===== config.mk =====
export PLATFORM = sky130hd
export DESIGN_NAME = qs
export DESIGN_NICKNAME = d
export VERILOG_FILES = /design/src/qs_pkg.sv /design/src/qs.sv /design/src/qs_in.sv /design/src/qs_out.sv /design/src/qs_sorter.sv
export SDC_FILE = /design/constraint.sdc
export NUM_CORES = 1
export LEC_CHECK = 0
export BUFFER_PORTS_ARGS = -buffer_cell sky130_fd_sc_hd__buf_4
export CAP_MARGIN = 20
export CORE_MARGIN = 2
export CORE_UTILIZATION = 65
export DETAILED_ROUTE_END_ITERATION = 10
export PLACE_DENSITY = 0.82
export SYNTH_ARGS = -nofsm -noshare
export SYNTH_HDL_FRONTEND = slang
export SYNTH_HIERARCHICAL = 1
export SYNTH_SLANG_ARGS = --single-unit

===== constraint.sdc =====
create_clock -name clk -period 6.21 [get_ports clk]
set_input_delay 0.621 -clock clk [delete_from_list [all_inputs] [get_ports clk]]
set_output_delay 0.621 -clock clk [all_outputs]
set_load 0.05 [all_outputs]

===== src/qs_pkg.sv =====
`default_nettype none

package qs_pkg;

  // Width of one key word on the stream and in the sort buffer
  localparam int W = 16;

  // Buffer depth, the largest packet that sorts without the error flag
  localparam int N = 16;

  // Index width into the buffer and the stack
  localparam int AW = $clog2(N);

  // Count width, one bit wider so that a full buffer of N words fits
  localparam int LW = $clog2(N + 1);

  // Key as stored and compared, always unsigned
  typedef logic [W-1:0] w_t;

  // Position of a word inside the buffer
  typedef logic [AW-1:0] addr_t;

  // Number of words in a packet or on the stack
  typedef logic [LW-1:0] len_t;

  // Phases of the sorter.
  // LOAD sets up the full range once the packet is stored.
  // PIVOT, SCAN, SWAP and PLACE run one Lomuto partition.
  // POP takes the next subrange off the stack
  typedef enum logic [2:0] {
    IDLE,
    LOAD,
    PIVOT,
    SCAN,
    SWAP,
    PLACE,
    POP,
    UNLOAD
  } qs_state_t;

endpackage

`default_nettype wire


===== src/qs.sv =====
`timescale 1ns/1ns
`default_nettype none

module qs (
  input  logic              clk,
  input  logic              arst_n,
  input  logic              in_vld,
  input  logic              in_sop,
  input  logic              in_eop,
  input  qs_pkg::w_t        in_dat,
  output logic              in_rdy,
  output logic              out_vld_r,
  output logic              out_sop_r,
  output logic              out_eop_r,
  output logic              out_err_r,
  output qs_pkg::w_t        out_dat_r
);

  // Buffer write path from the input side
  logic          wr_en;
  qs_pkg::addr_t wr_addr;
  qs_pkg::w_t    wr_dat;

  // Handover of a stored packet to the sorter
  logic          load_done;
  qs_pkg::len_t  load_len;
  logic          load_err;
  logic          busy;

  // Handover of the sorted buffer to the output side
  logic          unload_start;
  qs_pkg::len_t  unload_len;
  logic          unload_err;
  logic          unload_done;
  logic          rd_en;
  qs_pkg::addr_t rd_addr;
  qs_pkg::w_t    rd_dat;

  qs_in i_qs_in (
    .clk       (clk),
    .arst_n    (arst_n),
    .in_vld    (in_vld),
    .in_sop    (in_sop),
    .in_eop    (in_eop),
    .in_dat    (in_dat),
    .busy      (busy),
    .in_rdy    (in_rdy),
    .wr_en     (wr_en),
    .wr_addr   (wr_addr),
    .wr_dat    (wr_dat),
    .load_done (load_done),
    .load_len  (load_len),
    .load_err  (load_err)
  );

  qs_sorter i_qs_sorter (
    .clk          (clk),
    .arst_n       (arst_n),
    .wr_en        (wr_en),
    .wr_addr      (wr_addr),
    .wr_dat       (wr_dat),
    .load_done    (load_done),
    .load_len     (load_len),
    .load_err     (load_err),
    .rd_en        (rd_en),
    .rd_addr      (rd_addr),
    .unload_done  (unload_done),
    .busy         (busy),
    .unload_start (unload_start),
    .unload_len   (unload_len),
    .unload_err   (unload_err),
    .rd_dat       (rd_dat)
  );

  qs_out i_qs_out (
    .clk          (clk),
    .arst_n       (arst_n),
    .unload_start (unload_start),
    .unload_len   (unload_len),
    .unload_err   (unload_err),
    .rd_dat       (rd_dat),
    .rd_en        (rd_en),
    .rd_addr      (rd_addr),
    .unload_done  (unload_done),
    .out_vld_r    (out_vld_r),
    .out_sop_r    (out_sop_r),
    .out_eop_r    (out_eop_r),
    .out_err_r    (out_err_r),
    .out_dat_r    (out_dat_r)
  );

endmodule

`default_nettype wire


===== src/qs_in.sv =====
`timescale 1ns/1ns
`default_nettype none

module qs_in (
  input  logic              clk,
  input  logic              arst_n,
  input  logic              in_vld,
  input  logic              in_sop,
  input  logic              in_eop,
  input  qs_pkg::w_t        in_dat,
  input  logic              busy,
  output logic              in_rdy,
  output logic              wr_en,
  output qs_pkg::addr_t     wr_addr,
  output qs_pkg::w_t        wr_dat,
  output logic              load_done,
  output qs_pkg::len_t      load_len,
  output logic              load_err
);

  // A packet has started and its eop has not been seen yet
  logic          open_r;
  // Words taken so far, held at N once the buffer is full
  qs_pkg::len_t  idx_r;
  // Sticky oversize flag of the open packet
  logic          ovf_r;
  logic          rdy_r;

  logic          take;
  logic          in_pkt;
  qs_pkg::len_t  cur_idx;
  logic          cur_full;
  logic          cur_ovf;
  qs_pkg::len_t  nxt_idx;

  assign in_rdy = rdy_r;
  assign take   = in_vld & rdy_r;

  // Beats outside a packet are taken off the bus but go nowhere
  assign in_pkt = take & (in_sop | open_r);

  // A sop always restarts the index, even inside an open packet
  assign cur_idx  = in_sop ? '0 : idx_r;
  assign cur_full = (cur_idx == qs_pkg::LW'(qs_pkg::N));
  assign cur_ovf  = (in_sop ? 1'b0 : ovf_r) | cur_full;
  assign nxt_idx  = cur_full ? cur_idx : cur_idx + qs_pkg::len_t'(1);

  // Words past the buffer depth are dropped here
  assign wr_en   = in_pkt & ~cur_full;
  assign wr_addr = qs_pkg::addr_t'(cur_idx);
  assign wr_dat  = in_dat;

  always_ff @(posedge clk or negedge arst_n) begin
    if (!arst_n) begin
      open_r    <= 1'b0;
      idx_r     <= '0;
      ovf_r     <= 1'b0;
      rdy_r     <= 1'b0;
      load_done <= 1'b0;
    end else begin
      load_done <= 1'b0;
      // Stop taking beats right after eop, then wait for the sorter to drain
      if (in_pkt && in_eop) begin
        rdy_r <= 1'b0;
      end else begin
        rdy_r <= ~busy;
      end
      if (in_pkt) begin
        open_r <= ~in_eop;
        idx_r  <= nxt_idx;
        ovf_r  <= cur_ovf;
        // The saturated count is exactly the number of stored words
        load_done <= in_eop;
      end
    end
  end

  // Length and error only matter in the cycle of load_done
  always_ff @(posedge clk) begin
    if (in_pkt && in_eop) begin
      load_len <= nxt_idx;
      load_err <= cur_ovf;
    end
  end

  // The sorter owns the buffer while busy, so no write may reach it
  a_no_wr_busy : assert property (@(posedge clk) disable iff (!arst_n)
    busy |-> !wr_en);

endmodule

`default_nettype wire


===== src/qs_out.sv =====
`timescale 1ns/1ns
`default_nettype none

module qs_out (
  input  logic              clk,
  input  logic              arst_n,
  input  logic              unload_start,
  input  qs_pkg::len_t      unload_len,
  input  logic              unload_err,
  input  qs_pkg::w_t        rd_dat,
  output logic              rd_en,
  output qs_pkg::addr_t     rd_addr,
  output logic              unload_done,
  output logic              out_vld_r,
  output logic              out_sop_r,
  output logic              out_eop_r,
  output logic              out_err_r,
  output qs_pkg::w_t        out_dat_r
);

  logic          run_r;
  // Next read address, back at zero between packets
  qs_pkg::addr_t addr_r;
  qs_pkg::len_t  len_r;
  logic          err_r;

  // Markers of the read in flight, aligned with rd_dat
  logic          s1_vld_r;
  logic          s1_sop_r;
  logic          s1_eop_r;
  logic          s1_err_r;

  qs_pkg::len_t  cur_len;
  qs_pkg::addr_t last_addr;
  logic          rd_last;

  // The first read goes out in the unload_start cycle itself
  assign rd_en   = unload_start | run_r;
  assign rd_addr = addr_r;

  assign cur_len   = run_r ? len_r : unload_len;
  assign last_addr = qs_pkg::addr_t'(cur_len - qs_pkg::len_t'(1));
  assign rd_last   = rd_en & (addr_r == last_addr);

  always_ff @(posedge clk or negedge arst_n) begin
    if (!arst_n) begin
      run_r       <= 1'b0;
      addr_r      <= '0;
      s1_vld_r    <= 1'b0;
      s1_sop_r    <= 1'b0;
      s1_eop_r    <= 1'b0;
      s1_err_r    <= 1'b0;
      unload_done <= 1'b0;
      out_vld_r   <= 1'b0;
      out_sop_r   <= 1'b0;
      out_eop_r   <= 1'b0;
      out_err_r   <= 1'b0;
    end else begin
      if (rd_en) begin
        run_r  <= ~rd_last;
        addr_r <= rd_last ? '0 : addr_r + 1'b1;
      end
      s1_vld_r    <= rd_en;
      s1_sop_r    <= unload_start;
      s1_eop_r    <= rd_last;
      s1_err_r    <= rd_en & (unload_start ? unload_err : err_r);
      // The sorter leaves UNLOAD once the last read has been served
      unload_done <= rd_last;
      out_vld_r   <= s1_vld_r;
      out_sop_r   <= s1_sop_r;
      out_eop_r   <= s1_eop_r;
      out_err_r   <= s1_err_r;
    end
  end

  always_ff @(posedge clk) begin
    if (unload_start) begin
      len_r <= unload_len;
      err_r <= unload_err;
    end
    out_dat_r <= rd_dat;
  end

  // A packet starts with both flags rising in the same cycle
  a_sop_vld : assert property (@(posedge clk) disable iff (!arst_n)
    ($rose(out_vld_r) || $rose(out_sop_r)) |-> (out_vld_r && out_sop_r));

endmodule

`default_nettype wire


===== src/qs_sorter.sv =====
`timescale 1ns/1ns
`default_nettype none

module qs_sorter (
  input  logic              clk,
  input  logic              arst_n,
  input  logic              wr_en,
  input  qs_pkg::addr_t     wr_addr,
  input  qs_pkg::w_t        wr_dat,
  input  logic              load_done,
  input  qs_pkg::len_t      load_len,
  input  logic              load_err,
  input  logic              rd_en,
  input  qs_pkg::addr_t     rd_addr,
  input  logic              unload_done,
  output logic              busy,
  output logic              unload_start,
  output qs_pkg::len_t      unload_len,
  output logic              unload_err,
  output qs_pkg::w_t        rd_dat
);

  // Sort buffer, sorted in place
  qs_pkg::w_t        mem    [qs_pkg::N];
  // Pending subranges, lo and hi index of each
  qs_pkg::addr_t     stk_lo [qs_pkg::N];
  qs_pkg::addr_t     stk_hi [qs_pkg::N];

  qs_pkg::qs_state_t state_r;
  // Number of entries on the stack
  qs_pkg::len_t      sp_r;
  // Bounds of the range being partitioned
  qs_pkg::addr_t     lo_r;
  qs_pkg::addr_t     hi_r;
  // Lomuto store index and scan index
  qs_pkg::addr_t     i_r;
  qs_pkg::addr_t     j_r;
  qs_pkg::w_t        pivot_r;
  qs_pkg::len_t      len_r;
  logic              err_r;
  logic              start_r;

  logic              push_l;
  logic              push_r;
  qs_pkg::len_t      push_cnt;
  qs_pkg::addr_t     push_l_idx;
  qs_pkg::addr_t     push_r_idx;
  qs_pkg::addr_t     pop_idx;
  logic              less;

  // load_done counts as busy so that in_rdy stays low without a gap
  assign busy         = load_done | (state_r != qs_pkg::IDLE);
  assign unload_start = start_r;
  assign unload_len   = len_r;
  assign unload_err   = err_r;

  assign less = (mem[j_r] < pivot_r);

  // After PLACE the pivot sits at i_r, the two sides are lo..i-1 and i+1..hi
  assign push_l   = (qs_pkg::len_t'(i_r) - qs_pkg::len_t'(lo_r)) >= qs_pkg::len_t'(2);
  assign push_r   = (qs_pkg::len_t'(hi_r) - qs_pkg::len_t'(i_r)) >= qs_pkg::len_t'(2);
  assign push_cnt = qs_pkg::len_t'(push_l) + qs_pkg::len_t'(push_r);

  // Left side goes first so that the right side is popped next
  assign push_l_idx = qs_pkg::addr_t'(sp_r);
  assign push_r_idx = qs_pkg::addr_t'(sp_r + qs_pkg::len_t'(push_l));
  assign pop_idx    = qs_pkg::addr_t'(sp_r - qs_pkg::len_t'(1));

  always_ff @(posedge clk or negedge arst_n) begin
    if (!arst_n) begin
      state_r <= qs_pkg::IDLE;
      sp_r    <= '0;
      lo_r    <= '0;
      hi_r    <= '0;
      i_r     <= '0;
      j_r     <= '0;
      start_r <= 1'b0;
    end else begin
      start_r <= 1'b0;
      case (state_r)
        qs_pkg::IDLE: begin
          if (load_done) begin
            state_r <= qs_pkg::LOAD;
          end
        end
        qs_pkg::LOAD: begin
          // Fewer than two words are sorted already
          if (len_r < qs_pkg::len_t'(2)) begin
            state_r <= qs_pkg::UNLOAD;
            start_r <= 1'b1;
          end else begin
            lo_r    <= '0;
            hi_r    <= qs_pkg::addr_t'(len_r - qs_pkg::len_t'(1));
            state_r <= qs_pkg::PIVOT;
          end
        end
        qs_pkg::PIVOT: begin
          i_r     <= lo_r;
          j_r     <= lo_r;
          state_r <= qs_pkg::SCAN;
        end
        qs_pkg::SCAN: begin
          if (j_r == hi_r) begin
            state_r <= qs_pkg::PLACE;
          end else if (less) begin
            state_r <= qs_pkg::SWAP;
          end else begin
            j_r <= j_r + 1'b1;
          end
        end
        qs_pkg::SWAP: begin
          // Word j moved below the store index, both advance
          i_r     <= i_r + 1'b1;
          j_r     <= j_r + 1'b1;
          state_r <= qs_pkg::SCAN;
        end
        qs_pkg::PLACE: begin
          sp_r    <= sp_r + push_cnt;
          state_r <= qs_pkg::POP;
        end
        qs_pkg::POP: begin
          if (sp_r == '0) begin
            state_r <= qs_pkg::UNLOAD;
            start_r <= 1'b1;
          end else begin
            lo_r    <= stk_lo[pop_idx];
            hi_r    <= stk_hi[pop_idx];
            sp_r    <= sp_r - qs_pkg::len_t'(1);
            state_r <= qs_pkg::PIVOT;
          end
        end
        qs_pkg::UNLOAD: begin
          if (unload_done) begin
            state_r <= qs_pkg::IDLE;
          end
        end
        default: begin
          state_r <= qs_pkg::IDLE;
        end
      endcase
    end
  end

  // Packet attributes, taken once per packet
  always_ff @(posedge clk) begin
    if (state_r == qs_pkg::IDLE && load_done) begin
      len_r <= load_len;
      err_r <= load_err;
    end
    // The last word of the range is the pivot
    if (state_r == qs_pkg::PIVOT) begin
      pivot_r <= mem[hi_r];
    end
  end

  // Input writes only happen in IDLE, so they never meet a swap
  always_ff @(posedge clk) begin
    if (wr_en) begin
      mem[wr_addr] <= wr_dat;
    end else if (state_r == qs_pkg::SWAP) begin
      mem[i_r] <= mem[j_r];
      mem[j_r] <= mem[i_r];
    end else if (state_r == qs_pkg::PLACE) begin
      mem[i_r] <= pivot_r;
      mem[hi_r] <= mem[i_r];
    end
  end

  always_ff @(posedge clk) begin
    if (state_r == qs_pkg::PLACE && push_l) begin
      stk_lo[push_l_idx] <= lo_r;
      stk_hi[push_l_idx] <= i_r - 1'b1;
    end
    if (state_r == qs_pkg::PLACE && push_r) begin
      stk_lo[push_r_idx] <= i_r + 1'b1;
      stk_hi[push_r_idx] <= hi_r;
    end
  end

  // Registered read port for the output side
  always_ff @(posedge clk) begin
    if (rd_en) begin
      rd_dat <= mem[rd_addr];
    end
  end

  a_stk_ovf : assert property (@(posedge clk) disable iff (!arst_n)
    (state_r == qs_pkg::PLACE) |-> (int'(sp_r) + int'(push_cnt) <= qs_pkg::N));

  // The output side may only read once the sort has finished
  a_rd_unload : assert property (@(posedge clk) disable iff (!arst_n)
    rd_en |-> (state_r == qs_pkg::UNLOAD));

endmodule

`default_nettype wire


==> results.md, run 1 <==
* Hold-fix buffers at CTS at 0
* ANT cells at 0
* ANT nets after route at 0
* Post-synth top cells: edfxtp_1, mux2i_1, mux4_2, clkbuf_1, nor2_1
* Non-Filler Instances at 2,771
* Clock Root Buffer: clkbuf_16
* Fill count at 3,008
* Post-detail-place hpwl at between 50 and 60 mm
* First-pass GRT wire length at around 140 mm
* Sink Count at slightly below 500
* First-pass detailed-route iteration total at 6
* WS Path Type: reg -> reg
* Max_slew headroom at 0.150
* Die Span Y at around 220 um
* Core Util, Final at 0.715
* Worst VDD drop at ~0.48 mV
* Compound-cell area share of the yosys netlist at 0.0649
* Arrival @ worst endpoint at between 5 and 6 ns
* Leakage Power at between 10 and 15 nW
* Clock period minus worst slack at slightly below 5 ns
* GPL Wtd Cong at 0.937
* Htree depth at 2
* Post-Synth XOR/XNOR Area at 0.00636
* Share of cells above drive strength 1 at 0.327
* Unrepaired setup endpoints after global routing: false
* Setup violators final at 0
* Area delta synth->final at 8.24%
* Die width at about 220 um
* Max Cap Violations at 0
* Largest net degree at the start of global routing at 114
* Post-CTS Setup Inserts at 0
* PostCTS Resize Cnt at 0
* Primary FF master, synth: edfxtp_1
* Adder-Cell Fraction of Synth Area at 0.0165
* Finished Cell Area at about 34,000 um2
* Share of flip-flops with an asynchronous set or reset at 0.0948
* Worst-margin pin slew at approximately 1.3 ns
* GR Overflow Total at 0
* Final Skew at 0.0241 ns
* Worst setup SP type: register
* Mapped Cells at between 2,000 and 2,500
* Avg WL per Cell at ~34 um
* DR iter-0 viols at 3,135
* Antenna violations before repair at 0
* Sequential share of the synthesized area at 0.457
* Required @ worst endpoint at roughly 6.5 ns
* Largest family of logic cells by synthesized area: multiplexers
* Boundary Pins at 42
* Clk pin slew, worst setup/hold paths at 0.06 ns
* Syn_area_per_cell at between 10 and 15 um2
* YS warnings at 6
* Pre-CTS setup slack at between 1.5 and 2 ns
* Tcrit/Tclk final at 0.783
* Die area at approximately 50,000 um2
* Simple logic cell fraction of the synthesized area at 0.0505
* Clk_lat worst skew at 0.62 ns
* Setup ws final at 1.35 ns
* Post-Syn Nets at about 2,200
* Status: finished, final reports clean
* Seq cells post-synth at ~500
* Placed cell area at 32,300 um2
* Crit end category: register
* Initial Utilization at 0.661
* Post-synthesis mux area share at 0.361
* Nets@finish at approximately 2,200
* Setup TNS at 0 ns
* Placed cell count at between 2,000 and 3,000
* Remaining DRCs at 0
* Yosys cell types at 85
* Highest net fanout along the worst path at 20
* Vias in the first global route at 22,000
* Synth area leaders: edfxtp_1, mux4_2, mux2i_1
* Number of synthesized flops with an enable pin at 432
* Most frequent cell after synthesis: edfxtp_1
* Fmax at just over 200 MHz
* Area share of the largest cell type after synthesis at 0.410
* Bufs on Longest Clock Path at 3
* Final-report hold violation count at 0
* Core area at roughly 48,000 um2
* Slew Limit Fails at 0
* Cell Pwr Density at 532 nW/um2
* Total Routing Usage GR at 0.388
* Hold crit path type: in -> async
* Row count at 80
* CTS tree: yes
* Clock buffer count from CTS at 54
* DRT Wirelength at between 90 and 100 mm
* Drt via density at between 7 and 8
* Via count at roughly 22,000
* Mapped Area at 31,700 um2
* Post-synth top area cell: edfxtp_1
* I/O Buffers at 41
## registers in the layout (all words and copies together), names as in the netlist, 4 cells and up
name                    cells
i_qs_sorter/unload_len      5
i_qs_sorter/stk_lo         64
i_qs_out/out_dat_r         16
i_qs_sorter/mem           256
i_qs_sorter/stk_hi         64
i_qs_sorter/hi_r            4
i_qs_sorter/pivot_r        16
i_qs_sorter/j_r             4
i_qs_sorter/sp_r            5
i_qs_in/load_len            5
i_qs_sorter/lo_r            4
i_qs_out/rd_addr            4
i_qs_out/len_r              4
i_qs_sorter/i_r             4
i_qs_in/idx_r               5
i_qs_sorter/rd_dat         16
## layout by cell type, fill, tap and decap left out, types with 23 or more instances in the layout
| master | netlist | routed |
|---|---|---|
| o21ai_2 | 16 | 23 |
| ha_1 | 37 | 37 |
| a21oi_1 | 31 | 31 |
| mux2_2 | 88 | 88 |
| nor2_1 | 93 | 91 |
| a221oi_1 | 46 | 46 |
| o21ai_0 | 41 | 31 |
| mux4_2 | 305 | 305 |
| nand2_1 | 80 | 80 |
| buf_4 | 18 | 109 |
| mux2i_1 | 351 | 351 |
| edfxtp_1 | 432 | 432 |
| dfrtp_1 | 47 | 35 |
| inv_1 | 41 | 40 |
| clkbuf_16 | 0 | 56 |
## layer usage
metal | global-route usage | share of wire | vias to the layer above | wire length, um
li1 | - | - | 8659 | -
met1 | 0.500 | 0.34 | 10800 | 32100
met2 | 0.591 | 0.45 | 1827 | 43200
met3 | 0.132 | 0.15 | 422 | 14100
met4 | 0.198 | 0.062 | 0 | 5900
met5 | 0 | 0 | - | 0
## critical path, cell delays in order, from the launching register on
cell and delay (ns):
dfrtp_1 0.81, inv_1 0.22, ha_1 0.34, nor2b_1 0.12
o21ai_0 0.18, a21boi_0 0.12, o21ai_1 0.41, ha_1 0.27
nand2_1 0.07, xor2_1 0.19, o31ai_1 0.48, nand3_1 0.56
o21ai_0 0.48, buf_2 0.29
## layout make-up
type	count	area (um2)	share of cell area
inverters	48	180	0.00526
flip-flops and latches	496	14500	0.423
clock buffers	68	1500	0.0436
clock inverters	30	324	0.00945
well taps	615	769	0.0224
repair buffers	123	1070	0.0311
multi-input cells	1391	15900	0.465
## metrics by stage
step | total power, mW | hold WS [ns]
finish | 18.3 | 0.00981
global placement | 14.3 | 0.326
detailed placement | 14.6 | 0.327
floorplan | 12.0 | 0.323
global route | 18.9 | 0.0605
CTS | 18.0 | 0.0310
## power breakdown
part	switching, mW	internal, mW	total [mW]
clock	1.37	1.95	3.32
combinational	5.49	4.17	9.66
sequential	0.835	4.44	5.28
total	7.69	10.6	18.3
## final timing paths
| path | slack [ns] | cells after the start | endpoint | from |
|---|---|---|---|---|
| max | 1.35 | 13 | i_qs_sorter/stk_hi[12][3]$_DFFE_PP_ | i_qs_sorter/lo_r[1]$_DFFE_PN0P_ |
| min | 0.01 | 1 | i_qs_out/out_sop_r$_DFF_PN0_ | arst_n |
| max reg2reg | 1.35 | 13 | i_qs_sorter/stk_hi[12][3]$_DFFE_PP_ | i_qs_sorter/lo_r[1]$_DFFE_PN0P_ |
| min reg2reg | 0.34 | 0 | i_qs_out/out_dat_r[12]$_DFF_P_ | i_qs_sorter/rd_dat[12]$_DFFE_PP_ |
| max in group asynchronous | 5.68 | 1 | i_qs_sorter/i_r[0]$_DFFE_PN0P_ | arst_n |
| min in group clk | 0.32 | 2 | i_qs_in/idx_r[2]$_DFFE_PN0N_ | in_sop |
## logic make-up (layout without fill, tap and decap cells)
group	after synthesis	after routing
AOI/OAI and AO/OA	275	275
xor gates and xnor gates	23	23
adders and majority gates	40	40
buffers and inverters	275	269
DFF	496	496
muxes	748	748
and+or+nand+nor	305	305
No activity file was read; power rests on OpenSTA's default activity.
==> run 2: changes to the inputs <==
--- a/config.mk
+++ b/config.mk
@@ -8,9 +8,9 @@
 export BUFFER_PORTS_ARGS = -buffer_cell sky130_fd_sc_hd__buf_4
 export CAP_MARGIN = 20
 export CORE_MARGIN = 2
-export CORE_UTILIZATION = 65
+export CORE_UTILIZATION = 58
 export DETAILED_ROUTE_END_ITERATION = 10
-export PLACE_DENSITY = 0.82
+export PLACE_DENSITY = 0.77
 export SYNTH_ARGS = -nofsm -noshare
 export SYNTH_HDL_FRONTEND = slang
 export SYNTH_HIERARCHICAL = 1
==> constraint.sdc (replaced) <==
create_clock -name clk -period 4.16 [get_ports clk]
set_input_delay 0.416 -clock clk [delete_from_list [all_inputs] [get_ports clk]]
set_output_delay 0.416 -clock clk [all_outputs]
set_load 0.05 [all_outputs]
==> results.md, run 2 (same netlist as run 1, synthesis figures left out) <==
* Highest net fanout along the worst path at between 100 and 150
* Area of the multi-input gates at approximately 16,000 um2
* Die Span Y at about 240 um
* Remaining DRCs at 0
* Worst path max stage delay at around 0.6 ns
* Fmax at around 250 MHz
* Initial Utilization at 0.587
* Post-detail-place hpwl at around 60 mm
* Worst hold path depth at 2
* Final Skew at 0.0252 ns
* DR iter-0 viols at ~3,200
* Clock Root Buffer: clkbuf_16
* Max reg flops at about 260
* Flip-flop and latch area at roughly 15,000 um2
* Worst setup SP type: register
* Commonest non-fill, non-tap cell in the layout: edfxtp_1
* Commonest cells after routing, fill and taps aside: edfxtp_1, mux2i_1, mux4_2
* Reg2reg path depth at 14
* Sink Count at between 400 and 500
* Fill count at around 3,800
* Total Routing Usage GR at 0.350
* ANT cells at 0
* Slew Limit Fails at 0
* Critical-path cell list: buf_16, ha_1, inv_1, fa_1, nor2_1, o21ai_0, a211oi_1, o21ai_2, inv_2, fa_1, inv_1, ha_1, a211oi_1, a21oi_1
* Row count at 85
* First-pass detailed-route iteration total at 7
* First-pass GRT wire length at approximately 140 mm
* Leakage Power at about 13 nW
* Boundary Pins at between 40 and 50
* WS Path Type: reg -> reg
* Largest registers: i_qs_sorter/mem x256, i_qs_sorter/stk_hi x64, i_qs_sorter/stk_lo x64
* CTS tree: yes
* Worst reg2reg path endpoint: i_qs_sorter/sp_r[1]$_DFFE_PN0P_
* Max_slew headroom at 0.265
* ANT nets after route at 0
* HP Start: in_eop
* Via count at approximately 22,000
* Clock buffer count from CTS at 53
* Clock power frac at 0.175
* Placed cell count at between 2,000 and 3,000
* Status: finished, final reports clean
* Pre-CTS setup slack at roughly 0.11 ns
* DRT Wirelength at 97.0 mm
* Setup violators final at 0
* Drt via density at 7.43
* Clk pin slew, worst setup/hold paths at ~0.060 ns
* Net Sw Power at approximately 12 mW
* Placed cell area at about 33,000 um2
* Share of cells above drive strength 1 at 0.362
* Core area at ~54,000 um2
* Reg power frac at 0.266
* R2r startpoint: i_qs_sorter/i_r[0]$_DFFE_PN0P_
* Nets@finish at ~2,300
* Critical path's slowest cell: buf_16
* Area delta synth->final at 10.9%
* GR Overflow Total at 0
* Vias in the first global route at approximately 22,000
* Setup ws final at roughly 0.20 ns
* Worst-margin pin slew at 1.10 ns
* Largest net degree at the start of global routing at roughly 140
* Worst VDD drop at a little under 0.8 mV
* Internal Pwr Total at around 16 mW
* Clk_lat worst skew at between 0.6 and 0.7 ns
* I/O Buffers at 41
* Core Util, Final at 0.651
* Max Cap Violations at 0
* Clock period minus worst slack at 3.96 ns
* Non-Filler Instances at between 2,000 and 3,000
* GPL Wtd Cong at about 0.95
* Cell Pwr Density at 782 nW/um2
* Tcrit/Tclk final at 0.952
* Die width at approximately 240 um
* Avg WL per Cell at 33.1 um
* Crit end category: register
* Sw frac at 0.420
* Htree depth at 2
* Top reg by flops: i_qs_sorter/mem
* Antenna violations before repair at 0
* Arrival @ worst endpoint at between 4 and 5 ns
* Hold crit path type: in -> reg
* Worst Hold End: i_qs_in/load_done$_DFF_PN0_
* Bufs on Longest Clock Path at 3
* Final-report hold violation count at 0
* Required @ worst endpoint at 4.67 ns
* Logic pwr share at 0.559
* Flop-to-flop setup slack at about 0.2 ns
* Finished Cell Area at about 35,000 um2
* Setup TNS at 0 ns
* Die area at roughly 56,000 um2
[run 2: how the worst max path moves through the flow]
stage / to / slack, ns / cells past startpoint / from
global placement: i_qs_sorter/j_r[0]$_DFFE_PN0P_ / 0.13 / 12 / i_qs_sorter/j_r[0]$_DFFE_PN0P_
CTS: i_qs_sorter/j_r[0]$_DFFE_PN0P_ / 0.05 / 12 / i_qs_sorter/j_r[0]$_DFFE_PN0P_
finish: i_qs_sorter/sp_r[1]$_DFFE_PN0P_ / 0.20 / 14 / i_qs_sorter/i_r[0]$_DFFE_PN0P_
detailed placement: i_qs_sorter/j_r[0]$_DFFE_PN0P_ / 0.11 / 12 / i_qs_sorter/j_r[0]$_DFFE_PN0P_
global route: i_qs_sorter/sp_r[1]$_DFFE_PN0P_ / -0.02 / 14 / i_qs_sorter/i_r[0]$_DFFE_PN0P_
floorplan: i_qs_sorter/stk_lo[4][2]$_DFFE_PP_ / 0.02 / 19 / i_qs_sorter/i_r[0]$_DFFE_PN0P_
[run 2: metrics by stage]
step	total power, mW	hold slack (ns)
floorplan	18.1	0.120
global placement	21.9	0.324
detailed placement	22.3	0.328
CTS	27.2	0.124
global route	28.6	0.133
finish	27.5	0.137
[run 2: power by group through the flow]
stage               clock network (mW)  registers [mW]  logic [mW]
detailed placement                   0            7.43        14.9
global route                      5.05            7.38        16.2
floorplan                            0            7.32        10.7
CTS                               4.86            7.34        15.0
global placement                     0            7.41        14.5
finish                            4.81            7.31        15.3
[run 2: final cells by class]
| type | count | area share |
|---|---|---|
| Inverter | 48 | 0.00513 |
| Multi-Input combinational cell | 1391 | 0.457 |
| Clock inverter | 37 | 0.0107 |
| Tap cell | 696 | 0.0248 |
| Clock buffer | 61 | 0.0395 |
| Timing Repair Buffer | 201 | 0.0500 |
| Sequential cell | 496 | 0.413 |
[run 2: worst max-delay path, delay by kind of cell (launching register included)]
kind	cells	cell delay, ns
and+or+nand+nor	1	0.12
adders and majority gates	4	1.30
buffers and inverters	4	1.13
DFF	1	0.44
AOI/OAI and AO/OA	5	0.85
[run 2: metal layers]
metal	GRT usage	wire, um	up-vias
met5	0	0	-
met4	0.174	5500	0
met3	0.0934	12600	373
met2	0.534	44100	1594
met1	0.469	34800	11000
li1	-	-	8794
[run 2: timing repair]
item | in CTS | in global routing
setup endpoints to repair | 0 | 3
endpoints found under the hold margin | 47 | 0
buffers inserted | 0 | 2
hold buffers | 1 | 0
gates resized for setup | 0 | 1
